==> src/design/ecc_mem_pkg.sv <==
// Widths are fixed at 32 data bits and 7 check bits; other sizes need a new column table
package ecc_mem_pkg;

  // Word geometry of the protected memory
  localparam int unsigned DataWidth   = 32;
  localparam int unsigned ParityWidth = 7;
  localparam int unsigned CodeWidth   = DataWidth + ParityWidth;
  localparam int unsigned BeWidth     = DataWidth / 8;

  // Bit positions inside err_t
  localparam int unsigned ErrSingleBit = 0;  // Single error seen and corrected
  localparam int unsigned ErrMultiBit  = 1;  // Uncorrectable error

  typedef logic [DataWidth-1:0] data_t;

  // Systematic layout with data in 31:0 and check bits in 38:32
  typedef logic [CodeWidth-1:0] code_t;

  typedef logic [BeWidth-1:0] be_t;

  typedef logic [31:0] bus_addr_t;  // Byte address

  typedef logic [1:0] err_t;

endpackage

==> src/design/ecc_scrubber.sv <==
// One scrub step per trigger; triggers that arrive while a step is pending merge into it
`timescale 1ns/10ps

module ecc_scrubber import ecc_mem_pkg::*; #(
  parameter  int unsigned BankSize      = 256,
  localparam int unsigned BankAddrWidth = $clog2(BankSize)
) (
  input  logic                     clk_i,
  input  logic                     rst_ni,
  input  logic                     scrub_trigger_i,
  input  logic                     intc_req_i,
  input  logic                     intc_we_i,
  input  logic [BankAddrWidth-1:0] intc_addr_i,
  input  code_t                    intc_wdata_i,
  input  code_t                    bank_rdata_i,
  output logic                     bank_req_o,
  output logic                     bank_we_o,
  output logic [BankAddrWidth-1:0] bank_addr_o,
  output code_t                    bank_wdata_o,
  output logic                     scrub_fix_o,
  output logic                     scrub_uncorrectable_o
);

  typedef enum logic [1:0] {
    IDLE,
    READ,
    CHECK,
    FIX
  } state_e;

  state_e state_d;
  state_e state_q;

  logic                     pending_q;
  logic [BankAddrWidth-1:0] scrub_addr_q;

  data_t chk_data;
  err_t  chk_err;
  data_t fix_data_q;  // Corrected word awaiting write back
  code_t fix_code;

  logic scrub_rd;
  logic scrub_wr;
  logic bus_hit;
  logic step_done;

  secded_dec u_dec (
    .code_i (bank_rdata_i),
    .data_o (chk_data),
    .err_o  (chk_err)
  );

  secded_enc u_enc (
    .data_i (fix_data_q),
    .code_o (fix_code)
  );

  // Bus write to the word under scrub makes the fix stale
  assign bus_hit = intc_req_i && intc_we_i && (intc_addr_i == scrub_addr_q);

  always_comb begin
    state_d   = state_q;
    scrub_rd  = 1'b0;
    scrub_wr  = 1'b0;
    step_done = 1'b0;
    unique case (state_q)
      IDLE: begin
        if (pending_q) begin
          state_d = READ;
        end
      end
      READ: begin
        if (!intc_req_i) begin
          scrub_rd = 1'b1;
          state_d  = CHECK;
        end
      end
      CHECK: begin
        if (chk_err[ErrSingleBit] && !bus_hit) begin
          state_d = FIX;
        end else begin
          step_done = 1'b1;  // Clean word or uncorrectable
          state_d   = IDLE;
        end
      end
      FIX: begin
        if (!intc_req_i) begin
          scrub_wr  = 1'b1;
          step_done = 1'b1;
          state_d   = IDLE;
        end else if (bus_hit) begin
          step_done = 1'b1;
          state_d   = IDLE;
        end
      end
      default: begin
        state_d = IDLE;
      end
    endcase
  end

  // Bus always wins the bank
  always_comb begin
    if (intc_req_i) begin
      bank_req_o   = 1'b1;
      bank_we_o    = intc_we_i;
      bank_addr_o  = intc_addr_i;
      bank_wdata_o = intc_wdata_i;
    end else begin
      bank_req_o   = scrub_rd || scrub_wr;
      bank_we_o    = scrub_wr;
      bank_addr_o  = scrub_addr_q;
      bank_wdata_o = fix_code;
    end
  end

  assign scrub_fix_o           = scrub_wr;
  assign scrub_uncorrectable_o = (state_q == CHECK) && chk_err[ErrMultiBit];

  always_ff @(posedge clk_i or negedge rst_ni) begin
    if (!rst_ni) begin
      state_q      <= IDLE;
      pending_q    <= 1'b0;
      scrub_addr_q <= '0;
    end else begin
      state_q   <= state_d;
      pending_q <= scrub_trigger_i || (pending_q && (state_q != IDLE));
      if (step_done) begin
        scrub_addr_q <= scrub_addr_q + 1'b1;  // Wraps since BankSize is a power of two
      end
    end
  end

  always_ff @(posedge clk_i) begin
    if (state_q == CHECK) begin
      fix_data_q <= chk_data;
    end
  end

  // No scrub read or fix while the bus holds the bank
  a_bus_priority : assert property (@(posedge clk_i) disable iff (!rst_ni)
    intc_req_i |-> !(scrub_rd || scrub_wr))
    else $error("Scrubber requested the bank while the bus held it");

endmodule

==> src/design/secded_dec.sv <==
// Corrects any single-bit error and flags double errors; three or more flipped bits may go unseen
`timescale 1ns/10ps

module secded_dec import ecc_mem_pkg::*; (
  input  code_t code_i,
  output data_t data_o,
  output err_t  err_o
);

  // Syndrome produced by a flip of each data bit
  // Must stay the transpose of the encoder rows
  localparam logic [ParityWidth-1:0] SynTable [DataWidth] = '{
    7'h07, 7'h0B, 7'h13, 7'h23, 7'h43, 7'h0D, 7'h15, 7'h25,
    7'h45, 7'h19, 7'h29, 7'h49, 7'h31, 7'h51, 7'h61, 7'h0E,
    7'h16, 7'h26, 7'h46, 7'h1A, 7'h2A, 7'h4A, 7'h32, 7'h52,
    7'h62, 7'h1C, 7'h2C, 7'h4C, 7'h34, 7'h54, 7'h64, 7'h38
  };

  logic [ParityWidth-1:0] syndrome;
  data_t                  flip;
  logic                   parity_hit;
  logic                   single;

  // Recompute check bits from the stored data and compare
  always_comb begin
    syndrome = code_i[CodeWidth-1:DataWidth];
    for (int unsigned i = 0; i < DataWidth; i++) begin
      if (code_i[i]) begin
        syndrome = syndrome ^ SynTable[i];
      end
    end
  end

  always_comb begin
    for (int unsigned i = 0; i < DataWidth; i++) begin
      flip[i] = (syndrome == SynTable[i]);
    end
  end

  assign parity_hit = $onehot(syndrome);  // Error sits in a check bit
  assign single     = (|flip) || parity_hit;

  assign data_o = code_i[DataWidth-1:0] ^ flip;

  always_comb begin
    err_o               = '0;
    err_o[ErrSingleBit] = single;
    // Even weight or an unused odd pattern cannot be corrected
    err_o[ErrMultiBit]  = (syndrome != '0) && !single;
  end

endmodule

==> src/design/secded_enc.sv <==
// Purely combinational; zero data encodes to an all-zero codeword
`timescale 1ns/10ps

module secded_enc import ecc_mem_pkg::*; (
  input  data_t data_i,
  output code_t code_o
);

  // Data bits feeding each check bit
  // Every data column has weight three and no two columns are equal
  localparam data_t RowMask [ParityWidth] = '{
    32'h0000_7FFF,
    32'h01FF_801F,
    32'h7E07_81E1,
    32'h8E38_8E22,
    32'hB2C9_3244,
    32'hD552_5488,
    32'h69A4_6910
  };

  logic [ParityWidth-1:0] parity;

  always_comb begin
    for (int unsigned j = 0; j < ParityWidth; j++) begin
      parity[j] = ^(data_i & RowMask[j]);  // XOR tree per check bit
    end
  end

  assign code_o = {parity, data_i};

endmodule

==> config.mk <==
export PLATFORM = sky130hd
export DESIGN_NAME = ecc_scrubber
export DESIGN_NICKNAME = d
export VERILOG_FILES = /design/src/design/ecc_mem_pkg.sv /design/src/design/ecc_scrubber.sv /design/src/design/secded_dec.sv /design/src/design/secded_enc.sv
export SDC_FILE = /design/constraint.sdc
export NUM_CORES = 1
export LEC_CHECK = 0
export BUFFER_PORTS_ARGS = -buffer_cell sky130_fd_sc_hd__buf_2
export CORE_MARGIN = 2
export CORE_UTILIZATION = 52
export CTS_CLUSTER_DIAMETER = 100
export DETAILED_ROUTE_END_ITERATION = 12
export PLACE_DENSITY_LB_ADDON = 0.15
export SKIP_LAST_GASP = 1
export SYNTH_ARGS = -nofsm -noshare
export SYNTH_HDL_FRONTEND = slang
export SYNTH_SLANG_ARGS = --single-unit
==> constraint.sdc <==
create_clock -name clk_i -period 5.85 [get_ports clk_i]
set_input_delay 0.8775 -clock clk_i [delete_from_list [all_inputs] [get_ports clk_i]]
set_output_delay 0.8775 -clock clk_i [all_outputs]
set_load 0.01 [all_outputs]
# ---- Word level (Yosys, flattened, before mapping)
# Index checks and enable logic that the tools add are counted.
dict set report totals {
  output_inout_bits 51
  mem_bits_ro 0
  input_bits 91
  regBits 43
  word_cells 156
  memories 0
  ramBits 0
  latchBits 0
}
dict set report classes {
  muxes 49
  add_sub_neg 7
  reduce_logical 23
  bitwise_logic 33
  div 0
  n_lt_le_gt_ge 0
  n_eq_ne 40
  n_shift 0
  multipliers 0
}
# op count
set ops {}
lappend ops {{32-bit XOR reduction} 7}
lappend ops {{3-bit inverter} 32}
lappend ops {{7-bit == test (second input constant)} 12}
lappend ops {{7-bit 2-to-1 mux} 12}
lappend ops {{7-bit by 6-bit == test with 1-bit output (second input constant)} 10}
lappend ops {{6-bit 2-to-1 mux} 10}
lappend ops {{7-bit by 5-bit == test with 1-bit output (second input constant)} 6}
lappend ops {{39-bit 2-to-1 mux} 1}
lappend ops {{32-bit OR reduction} 1}
lappend ops {{32-bit XOR} 1}
lappend ops {{5-bit 2-to-1 mux} 6}
lappend ops {{7-bit by 4-bit == test with 1-bit output (second input constant)} 3}
lappend ops {{4-bit 2-to-1 mux} 3}
lappend ops {{2-bit 2-to-1 mux} 5}
lappend ops {{8-bit by 1-bit adder with 8-bit output (second input constant)} 1}
lappend ops {{8-bit == test} 1}
lappend ops {{1-bit 2-to-1 mux} 8}
lappend ops {{8-bit 2-to-1 mux} 1}
lappend ops {{2-bit one-hot mux with 4 select lines} 1}
lappend ops {{7-bit by 3-bit == test with 1-bit output (second input constant)} 1}
lappend ops {{7-bit nonzero test} 1}
lappend ops {{1-bit by 1-bit adder with 2-bit output} 3}
lappend ops {{3-bit adder} 2}
lappend ops {{1-bit logical AND} 6}
lappend ops {{other kinds (13)} 18}

# ---- Longest topological paths before layout
# Gate-level depths: netlist (run 1).
dict set report logic_depth {
  ltp_word 72
  mapped_depth 16
  mapped_depth_nobuf 16
}

# ---- By module
# A second synthesis (run 1) with hierarchy kept.
dict set report hier_totals {
  cells_unflattened 448
  hier_area_um2 4969.8
}
# mod cells_per_inst area_per_inst_um2 instances seq_area_each_um2
set modules_own_cells {}
lappend modules_own_cells {ecc_scrubber 145 2202.1 1 1236.2}
lappend modules_own_cells {secded_dec 220 1836.8 1 0.0}
lappend modules_own_cells {secded_enc 83 930.9 1 0.0}

# ---- Worst setup path before layout (run 1)
# No wires, ideal clock.
dict set report synth_timing {
  kind {input to output}
  start {in bank_rdata_i[37]}
  end {out scrub_uncorrectable_o}
  slack_ps 756
  arrival_ps 4216
  cell_stages 14
  path_cell_list {xor2_1 xnor3_1 xnor3_2 inv_1 buf_4 fa_1 inv_1 fa_1 fa_1 xnor2_1 nand3b_1 nand3_1 nand3b_1 a311oi_1}
}
dict set report synth_via {
  elab_chain_cells 43
}
# item line
set synth_rtl {}
lappend synth_rtl {{start: declaration} ecc_scrubber.sv:15} ;# input code_t bank_rdata_i,
lappend synth_rtl {{3-bit inverter (no line)} --}
lappend synth_rtl {{6-bit 2-to-1 mux (*)} secded_dec.sv:28} ;# if (code_i[i]) begin
lappend synth_rtl {{7-bit 2-to-1 mux (*)} secded_dec.sv:28}
lappend synth_rtl {{3-bit inverter (no line)} --}
lappend synth_rtl {{6-bit 2-to-1 mux (*)} secded_dec.sv:28}
lappend synth_rtl {{7-bit 2-to-1 mux (*)} secded_dec.sv:28}
lappend synth_rtl {{3-bit inverter (no line)} --}
lappend synth_rtl {{6-bit 2-to-1 mux (*)} secded_dec.sv:28}
lappend synth_rtl {{[27 not listed]} --}
lappend synth_rtl {{1-bit by 1-bit adder with 2-bit output (not written as such)} secded_dec.sv:40} ;# assign parity_hit = $onehot(syndrome);
lappend synth_rtl {{2-bit by 1-bit adder with 3-bit output (not written as such)} secded_dec.sv:40}
lappend synth_rtl {{3-bit adder (not written as such)} secded_dec.sv:40}
lappend synth_rtl {{3-bit by 1-bit == test with 1-bit output} secded_dec.sv:40}
lappend synth_rtl {{1-bit logical OR} secded_dec.sv:41} ;# assign single = (|flip) || parity_hit;
lappend synth_rtl {{1-bit logical NOT} secded_dec.sv:49} ;# err_o[ErrMultiBit] = (syndrome != '0) && !single;
lappend synth_rtl {{1-bit logical AND (*)} secded_dec.sv:49}
lappend synth_rtl {{1-bit logical AND (*)} ecc_scrubber.sv:118} ;# assign scrub_uncorrectable_o = (state_q == CHECK) && chk_err[ErrMultiBit];
lappend synth_rtl {{end: declaration} ecc_scrubber.sv:21} ;# output logic scrub_uncorrectable_o
# Every way passes the cells marked *; elsewhere a longest branch is shown, timed or not.

# ---- Final worst setup path (run 1)
dict set report layout_timing {
  start {in bank_rdata_i[19]}
  end {out scrub_uncorrectable_o}
}
dict set report layout_via {
  elab_chain_cells 27
}
# item line
set layout_rtl {}
lappend layout_rtl {{5-bit 2-to-1 mux (*)} secded_dec.sv:28}
lappend layout_rtl {{3-bit inverter (no line) / 6-bit 2-to-1 mux (equally long branches)} --}
lappend layout_rtl {{6-bit 2-to-1 mux (*)} secded_dec.sv:28}
lappend layout_rtl {{3-bit inverter (no line)} --}
lappend layout_rtl {{7-bit 2-to-1 mux (*)} secded_dec.sv:28}
lappend layout_rtl {{6-bit 2-to-1 mux (*)} secded_dec.sv:28}
lappend layout_rtl {{7-bit 2-to-1 mux (*) (2 in a row)} secded_dec.sv:28}
lappend layout_rtl {{3-bit inverter (no line)} --}
lappend layout_rtl {{[10 not listed]} --}
lappend layout_rtl {{1-bit by 1-bit adder with 2-bit output (not written as such)} secded_dec.sv:40}
lappend layout_rtl {{3-bit adder (not written as such) / 2-bit by 1-bit adder with 3-bit output (equally long branches)} secded_dec.sv:40}
lappend layout_rtl {{3-bit adder (not written as such)} secded_dec.sv:40}
lappend layout_rtl {{3-bit by 1-bit == test with 1-bit output} secded_dec.sv:40}
lappend layout_rtl {{1-bit logical OR} secded_dec.sv:41}
lappend layout_rtl {{1-bit logical NOT} secded_dec.sv:49}
lappend layout_rtl {{1-bit logical AND (*)} secded_dec.sv:49}
lappend layout_rtl {{1-bit logical AND (*)} ecc_scrubber.sv:118}
# Marked as above.

==> run summary, run 1 <==
max cap viols: 0
CP most frequent cell: xnor2_1
H-tree Lvls: 2
port buffer count: 141
Die Y: 95.9 um
Max VDD drop: 0.438 mV
placed cell area: 5200 sq um
CTS tree: built
setup slack, reg-to-reg: 3.66 ns
Final ANT Viol Nets: 0
flip-flop and latch count after synthesis: 43
Comb pwr share: 0.702
number of remaining DRC errors: 0
Worst setup SP type: input pin
part of the power in the clock network: 0.087
Fin. Hold Viols: 0
layout net count: 677
Worst-Skew Late Latency: 0.30 ns
Synth Flop Type: edfxtp_1
crit path capture: scrub_uncorrectable_o
1st-iter DRT viols: 174
Rows: 33
Switching Power: 1210 uW
EDFF count, synth: 32
synthesized area per cell: 10.1 sq um
worst setup path start: bank_rdata_i[19]
first-pass GRT wire length: 16.6 mm
Antenna diodes: 0
Total Routing Usage GR: 0.238
status: completed
skew final: 0.00811 ns
post-route insts no fill: 679
layout cells sized above 1: 0.348
Final Max Slew Viols: 0
Cells after DPL: 671
Crit path largest cell delay: 0.50 ns
CTS sink cnt: 43
DIE WIDTH: 95.9 um
Yosys warnings: 0
HP Class: in -> async
synthesis-to-layout area growth: 20.9%
vias in the first global route: 3372
Vias/cell: 5.21
# fillers: 719
worst reg2reg endpoint: scrub_addr_q[7]
Reg2Reg Depth: 8
worst-path cell chain: buf_2 > xnor2_1 > xnor2_1 > xnor2_1 > xnor2_1 > xnor2_1 > ha_1 > fa_1 > inv_1 > fa_1 > fa_1 > xnor2_1 > nand3b_1 > nand3_1 > nand3b_1 > a311oi_1 > buf_2
worst slew pin tran: 1.08 ns
register share of total power: 0.211
Setup TNS: 0 ns
drt wl/cell: 15.8 um
synth unique cells: 46
Final GP Congestion: 0.955
kind of critical path: in -> out
Power Dens Cells: 498 nW/um^2
Max FO, Critical Path: 3
most frequent cells in the layout: buf_2, xnor2_1, xor2_1
DIE AREA: 9200 sq um
Synth Net Count: 538
Seq/Total Area, Yosys: 0.281
core area: 8220 sq um
Slew headroom: 0.278
initial antenna violation count: 0
Mapped Cells: 434
Final Instance Area: 5310 sq um
DR vias: 3536
Sw Ratio: 0.457
Worst Path Required: 4.97 ns
clk root buf: clkbuf_8
Reg2Reg Launch Point: scrub_addr_q[0]
CP Capture Type: primary output
post-cts sizing count: 0
final worst-path cycle share: 0.943
CTS Hold Bufs: 0
post-CTS setup buffer count: 0
clock slew at reported path FFs: 0.08 ns
Initial Util: 0.534
Boundary Pins: 142
FMAX: 181 MHz
Post-DP HPWL: 9.19 mm
Clock Tree Buf Depth: 2
DRT Wirelength: 10.8 mm
min Tclk post-route: 5.52 ns
gr ovfl total: 0
Mapped Area: 4390 sq um
CTS buffer count: 5
endpoints failing setup: 0
Pleak: 0.00224 uW
async set-reset flop share out of synthesis: 0.256
Int Pwr: 1440 uW
slowest CP cell: fa_1
crit path DAT: 4.64 ns
RSZ-0062 raised after global routing: false
largest net degree at the start of global routing: 61
DRT Pass-1 Iters: 4
commonest non-fill, non-tap cell in the layout: buf_2
metrics by stage:
step / total power, uW / setup WS, ns / utilization / hold slack, ns
5_1_grt: 2860 / 0.108 / 0.646 / 0.454
6_report: 2650 / 0.331 / 0.646 / 0.435
4_1_cts: 2660 / 0.313 / 0.646 / 0.440
3_3_place_gp: 2400 / 0.450 / 0.633 / 0.497
3_5_place_dp: 2430 / 0.330 / 0.633 / 0.504
2_1_floorplan: 1970 / 0.756 / - / 0.474
routing by layer:
layer | track usage | vias to the layer above | share of wire
li1 | - | 1731 | -
met1 | 0.314 | 1634 | 0.43
met2 | 0.403 | 149 | 0.48
met3 | 0.0227 | 22 | 0.059
met4 | 0.0952 | 0 | 0.029
met5 | 0 | - | 0
state kept, by name, summed over array words and instances, names as in the netlist:
register,flops
state_q,2
pending_q,1
fix_data_q,32
scrub_addr_q,8
worst max-delay path: cells and delay by family:
family / cells / cell delay [ns]
adder cells (fa/ha/maj): 4 / 1.57
XOR/XNOR: 6 / 1.21
AND/OR/NAND/NOR: 3 / 0.37
buffers and inverters: 3 / 0.34
AO/OA/AOI/OAI: 1 / 0.26
power by group through the flow:
stage / Combinational (uW) / Clock (uW) / Sequential [uW]
CTS: 1870 / 235 / 558
global route: 2040 / 245 / 573
finish: 1860 / 230 / 557
floorplan: 1440 / 0 / 530
detailed placement: 1860 / 0 / 565
global placement: 1840 / 0 / 560
kinds of logic (layout without fill, tap and decap cells):
family                   count (synthesis)  in the layout  synth area share
adder cells (fa/ha/maj)                 13             13            0.0422
buffers and inverters                   24            164            0.0222
AO/OA/AOI/OAI                           30             30            0.0464
flip-flops                              43             43             0.281
AND/OR/NAND/NOR                         96             96             0.102
multiplexers                            44             44             0.112
XOR/XNOR                               184            184             0.394
how the worst min path moves through the flow:
stage | slack [ns] | cells past startpoint | to | from
6_report | 0.44 | 1 | pending_q | rst_ni
2_1_floorplan | 0.47 | 1 | state_q[0] | state_q[1]
4_1_cts | 0.44 | 1 | pending_q | rst_ni
3_3_place_gp | 0.50 | 1 | state_q[0] | state_q[1]
3_5_place_dp | 0.50 | 1 | state_q[0] | state_q[1]
5_1_grt | 0.45 | 1 | pending_q | rst_ni
Yosys cell counts (2+ instances only):
master	number	area [sq um]
inv_1	12	45.0
or3_1	3	18.8
xnor3_1	5	113
o221ai_1	3	26.3
nor3_1	3	15.0
edfxtp_1	32	961
buf_4	2	15.0
a21oi_1	5	25.0
nand3b_1	2	15.0
clkbuf_1	5	18.8
nand2b_1	2	12.5
and2_1	2	12.5
a21boi_0	2	15.0
or2_2	2	12.5
nand2_1	26	97.6
nand4_1	4	25.0
and3_1	2	12.5
mux2i_1	3	30.0
dfrtp_1	11	275
buf_1	4	15.0
fa_1	3	60.1
ha_1	10	125
xor2_1	58	508
nor2b_1	2	12.5
xnor2_1	118	1030
o21ai_0	11	55.1
nand3_1	8	40.0
mux2_2	40	450
nor2_1	37	139
area by class of cell:
| cell class | count | area [sq um] | share of cell area |
|---|---|---|---|
| Clock buffer | 5 | 68.8 | 0.0130 |
| Clock inverter | 3 | 42.5 | 0.00801 |
| Tap cell | 105 | 131 | 0.0247 |
| Inverter | 13 | 48.8 | 0.00919 |
| Timing Repair Buffer | 143 | 721 | 0.136 |
| Sequential cell | 43 | 1240 | 0.233 |
| Multi-Input combinational cell | 367 | 3060 | 0.576 |
(Power assumes the default switching activity.)
==> inputs of run 2 (changes only) <==
Settings changed: CELL_PAD_IN_SITES_DETAIL_PLACEMENT from default to 0, CELL_PAD_IN_SITES_GLOBAL_PLACEMENT from default to 1, CORE_UTILIZATION 52 to 39.
==> run summary, run 2 (synthesis gave the netlist of run 1 again) <==
DIE WIDTH: 110 um (+15%)
clock slew at reported path FFs: 0.06 ns (-0.02 ns)
Initial Util: 0.402 (-0.133)
CTS Hold Bufs: 0 (unchanged)
RSZ-0062 raised after global routing: false
most frequent cells in the layout: buf_2, xnor2_1, xor2_1
max reg flops: 32 (unchanged)
Max VDD drop: 0.246 mV (-44%)
DR vias: 3447 (-2.5%)
Rows: 38 (+15%)
DRT Pass-1 Iters: 4 (unchanged)
post-cts sizing count: 0 (unchanged)
H-tree Lvls: 2 (unchanged)
Fin. Hold Viols: 0 (unchanged)
commonest non-fill, non-tap cell in the layout: buf_2
kind of critical path: in -> out
Die Y: 110 um (+15%)
part of the power in the clock network: 0.129 (+0.042)
Slew headroom: 0.256 (-0.0216)
number of remaining DRC errors: 0 (unchanged)
# fillers: 1054 (+47%)
FMAX: 182 MHz (+0.21%)
layout net count: 677 (unchanged)
Final GP Congestion: 0.918 (-3.9%)
Final ANT Viol Nets: 0 (unchanged)
CTS sink cnt: 43 (unchanged)
Largest regs: fix_data_q: 32 flops, scrub_addr_q: 8 flops, state_q: 2 flops
Max FO, Critical Path: 3 (unchanged)
placed cell area: 5240 sq um (+0.84%)
Int Pwr: 1550 uW (+7.7%)
Largest Register: fix_data_q
layout cells sized above 1: 0.350 (+0.00174)
skew final: 0.00361 ns (-0.00450 ns)
drt wl/cell: 16.2 um (+2.2%)
Worst Path Required: 4.97 ns (about the same)
first-pass GRT wire length: 17.3 mm (+4.1%)
Worst setup SP type: input pin
post-CTS setup buffer count: 0 (unchanged)
Comb pwr share: 0.669 (-0.033)
Boundary Pins: 142 (unchanged)
HP Class: in -> async
clk root buf: clkbuf_16
Clock Tree Buf Depth: 2 (unchanged)
register share of total power: 0.202 (-0.009)
Setup TNS: 0 ns (unchanged)
Final Max Slew Viols: 0 (unchanged)
core area: 10900 sq um (+33%)
final worst-path cycle share: 0.941 (-0.00193)
max cap viols: 0 (unchanged)
Worst-Skew Late Latency: 0.28 ns (-0.02 ns)
Sw Ratio: 0.442 (-0.0143)
Antenna diodes: 0 (unchanged)
Total Routing Usage GR: 0.190 (-0.0481)
1st-iter DRT viols: 181 (+4.0%)
DRT Wirelength: 11.6 mm (+7.4%)
endpoints failing setup: 0 (unchanged)
gr ovfl total: 0 (unchanged)
Post-DP HPWL: 9.87 mm (+7.4%)
Power Dens Cells: 511 nW/um^2 (+2.5%)
synthesis-to-layout area growth: 23.7%
Switching Power: 1230 uW (+1.7%)
Pleak: 0.00227 uW (+1.5%)
worst slew pin tran: 1.12 ns (+0.0324 ns)
status: completed
CTS tree: built
Final Instance Area: 5430 sq um (+2.4%)
CP Capture Type: primary output
crit path DAT: 4.63 ns (about the same)
largest net degree at the start of global routing: 61 (unchanged)
initial antenna violation count: 0 (unchanged)
Vias/cell: 4.83 (-7.3%)
CTS buffer count: 5 (unchanged)
min Tclk post-route: 5.51 ns (-0.0113 ns)
DIE AREA: 12100 sq um (+32%)
vias in the first global route: 3308 (-1.9%)
port buffer count: 141 (unchanged)
## run 2: per-stage QoR
step	setup slack [ns]	util	total power, uW	std cells	hold WS [ns]
finish	0.343	0.497	2780	714	0.458
floorplan	0.756	-	1970	434	0.474
detailed placement	0.342	0.479	2440	706	0.508
CTS	0.325	0.497	2800	714	0.469
global route	0.133	0.497	3040	714	0.478
global placement	0.394	0.479	2440	706	0.496
## run 2: cell type report
class	count	area (sq um)	area share
Tap cell	140	175	0.0322
Clock inverter	3	67.6	0.0124
Sequential cell	43	1240	0.227
Timing Repair Buffer	143	721	0.133
Clock buffer	5	125	0.0230
Inverter	13	48.8	0.00898
Multi-Input combinational cell	367	3060	0.563
## run 2: path summary, 6_finish.rpt
check,from,to,slack (ns),cells past startpoint
max in group asynchronous,rst_ni,scrub_addr_q[0],5.18,1
min in group clk_i,scrub_addr_q[7],scrub_addr_q[7],0.51,1
worst max register to register,scrub_addr_q[0],scrub_addr_q[7],3.64,8
worst min register to register,scrub_addr_q[7],scrub_addr_q[7],0.51,1
worst min-delay path,rst_ni,pending_q,0.46,1
worst max-delay path,bank_rdata_i[19],scrub_uncorrectable_o,0.34,17
## run 2: metal layers
metal	up-vias	global-route usage	wire, um
met5	-	0	0
li1	1734	-	-
met3	13	0.0141	564
met1	1590	0.249	5060
met2	110	0.333	5700
met4	0	0.0607	227
## run 2: power by group through the flow
stage | registers [uW] | clock network, uW | logic [uW]
after floorplan | 530 | 0 | 1440
after global placement | 564 | 0 | 1870
after detailed placement | 566 | 0 | 1870
after CTS | 561 | 364 | 1870
after global routing | 575 | 377 | 2090
final | 560 | 358 | 1860
## run 2: critical path, stage by stage
cell      delay (ns)
buf_2           0.13
xnor2_1         0.34
xnor2_1         0.20
xnor2_1         0.16
xnor2_1         0.10
xnor2_1         0.26
ha_1            0.33
fa_1            0.49
inv_1           0.05
fa_1            0.37
fa_1            0.38
xnor2_1         0.14
nand3b_1        0.12
nand3_1         0.08
nand3b_1        0.20
a311oi_1        0.25
buf_2           0.17
==> inputs of run 3 (changes only) <==
Settings changed: PLACE_DENSITY_LB_ADDON 0.15 to 0.1.
==> run summary, run 3 (synthesis gave the netlist of run 1 again) <==
DRT Pass-1 Iters: 4 (unchanged)
Worst-Skew Late Latency: 0.28 ns (about the same)
min Tclk post-route: 5.51 ns (+0.00218 ns)
synthesis-to-layout area growth: 23.6% (about the same)
core area: 10900 sq um (unchanged)
max cap viols: 0 (unchanged)
Largest Register: fix_data_q
Antenna diodes: 0 (unchanged)
max reg flops: 32 (unchanged)
Largest regs: fix_data_q: 32 flops, scrub_addr_q: 8 flops, state_q: 2 flops
layout cells sized above 1: 0.348 (-0.00174)
port buffer count: 141 (unchanged)
post-CTS setup buffer count: 0 (unchanged)
commonest non-fill, non-tap cell in the layout: buf_2
CTS tree: built
drt wl/cell: 15.9 um (-1.6%)
status: completed
# fillers: 1049 (-0.47%)
layout net count: 677 (unchanged)
clock slew at reported path FFs: 0.06 ns (about the same)
CTS Hold Bufs: 0 (unchanged)
kind of critical path: in -> out
most frequent cells in the layout: buf_2, xnor2_1, xor2_1
first-pass GRT wire length: 17.1 mm (-1.1%)
H-tree Lvls: 2 (unchanged)
area of the multi-input gates: 3060 sq um (unchanged)
Setup WS post-layout: 0.340 ns (-0.00218 ns)
1st-iter DRT viols: 168 (-7.2%)
register area: 1240 sq um (unchanged)
skew final: 0.00387 ns (+0.000264 ns)
CP Capture Type: primary output
Total Routing Usage GR: 0.188 (-0.00211)
DR vias: 3395 (-1.5%)
worst slew pin tran: 1.12 ns (+0.00857 ns)
initial antenna violation count: 0 (unchanged)
gr ovfl total: 0 (unchanged)
DRT Wirelength: 11.4 mm (-1.6%)
Max FO, Critical Path: 3 (unchanged)
crit path DAT: 4.63 ns (about the same)
Power Dens Cells: 511 nW/um^2 (about the same)
post-cts sizing count: 0 (unchanged)
final worst-path cycle share: 0.942 (about the same)
Max VDD drop: 0.251 mV (+2.1%)
DIE AREA: 12100 sq um (unchanged)
Worst setup SP type: input pin
Final Max Slew Viols: 0 (unchanged)
Boundary Pins: 142 (unchanged)
FMAX: 182 MHz (about the same)
endpoints failing setup: 0 (unchanged)
RSZ-0062 raised after global routing: false
Worst Path Required: 4.97 ns (about the same)
Rows: 38 (unchanged)
Slew headroom: 0.251 (-0.00571)
DP Worst Slack: 0.345 ns (+0.00257 ns)
Vias/cell: 4.75 (-1.5%)
number of remaining DRC errors: 0 (unchanged)
Clock Tree Buf Depth: 2 (unchanged)
Fin. Hold Viols: 0 (unchanged)
Die Y: 110 um (unchanged)
largest net degree at the start of global routing: 61 (unchanged)
vias in the first global route: 3279 (-0.88%)
HP Class: in -> async
DIE WIDTH: 110 um (unchanged)
Final ANT Viol Nets: 0 (unchanged)
Initial Util: 0.402 (unchanged)
CTS sink cnt: 43 (unchanged)
Pleak: 0.00227 uW (about the same)
final core utilization: 0.497 (about the same)
Setup TNS: 0 ns (unchanged)
Post-DP HPWL: 9.88 mm (about the same)
clk root buf: clkbuf_16
CTS buffer count: 5 (unchanged)
Final GP Congestion: 0.894 (-2.6%)
-- run 3: cell count changes in the layout (fill, tap and decap cells not counted) --
cell	change
clkbuf_1	+1
clkinvlp_4	-1
-- run 3: critical path: stages --
cell      delay [ns]
buf_2           0.13
xnor2_1         0.34
xnor2_1         0.15
xnor2_1         0.15
xnor2_1         0.14
xnor2_1         0.26
ha_1            0.32
fa_1            0.49
inv_1           0.05
fa_1            0.37
fa_1            0.39
xnor2_1         0.13
nand3b_1        0.11
nand3_1         0.08
nand3b_1        0.20
a311oi_1        0.26
buf_2           0.17
-- run 3: layer usage --
| layer | vias up | GRT usage | wire length [um] |
|---|---|---|---|
| met5 | - | 0 | 0 |
| met4 | 0 | 0.0598 | 225 |
| met3 | 12 | 0.0123 | 550 |
| met2 | 110 | 0.323 | 5380 |
| met1 | 1541 | 0.253 | 5210 |
| li1 | 1732 | - | - |
-- run 3: per-stage QoR --
stage          hold slack, ns  cell area (sq um)  std cells  total power (uW)
2_1_floorplan           0.474               4390        434              1970
3_3_place_gp            0.497               5240        706              2450
3_5_place_dp            0.502               5240        706              2450
4_1_cts                 0.463               5430        714              2800
5_1_grt                 0.475               5430        714              3030
6_report                0.461               5430        714              2780
-- run 3: worst paths after layout --
path | from | to | slack, ns | depth (start not counted)
setup / recovery | bank_rdata_i[16] | scrub_uncorrectable_o | 0.34 | 17
hold / removal | rst_ni | state_q[0] | 0.46 | 1
setup reg to reg | scrub_addr_q[0] | scrub_addr_q[7] | 3.65 | 8
hold reg to reg | scrub_addr_q[7] | scrub_addr_q[7] | 0.51 | 1
max in group asynchronous | rst_ni | scrub_addr_q[3] | 5.18 | 1
min in group clk_i | scrub_addr_q[7] | scrub_addr_q[7] | 0.51 | 1
-- run 3: area by class of cell --
class                   instances  share of cell area
flip-flops and latches         43               0.228
clock buffers                   6              0.0237
inverters                      13             0.00899
well taps                     140              0.0323
multi-input cells             367               0.564
repair buffers                143               0.133
clock inverters                 2              0.0111
-- run 3: where the power goes --
| group | total [uW] | internal [uW] | switching [uW] |
|---|---|---|---|
| clock network | 352 | 245 | 107 |
| registers | 559 | 443 | 117 |
| logic | 1870 | 868 | 998 |
| total | 2780 | 1560 | 1220 |
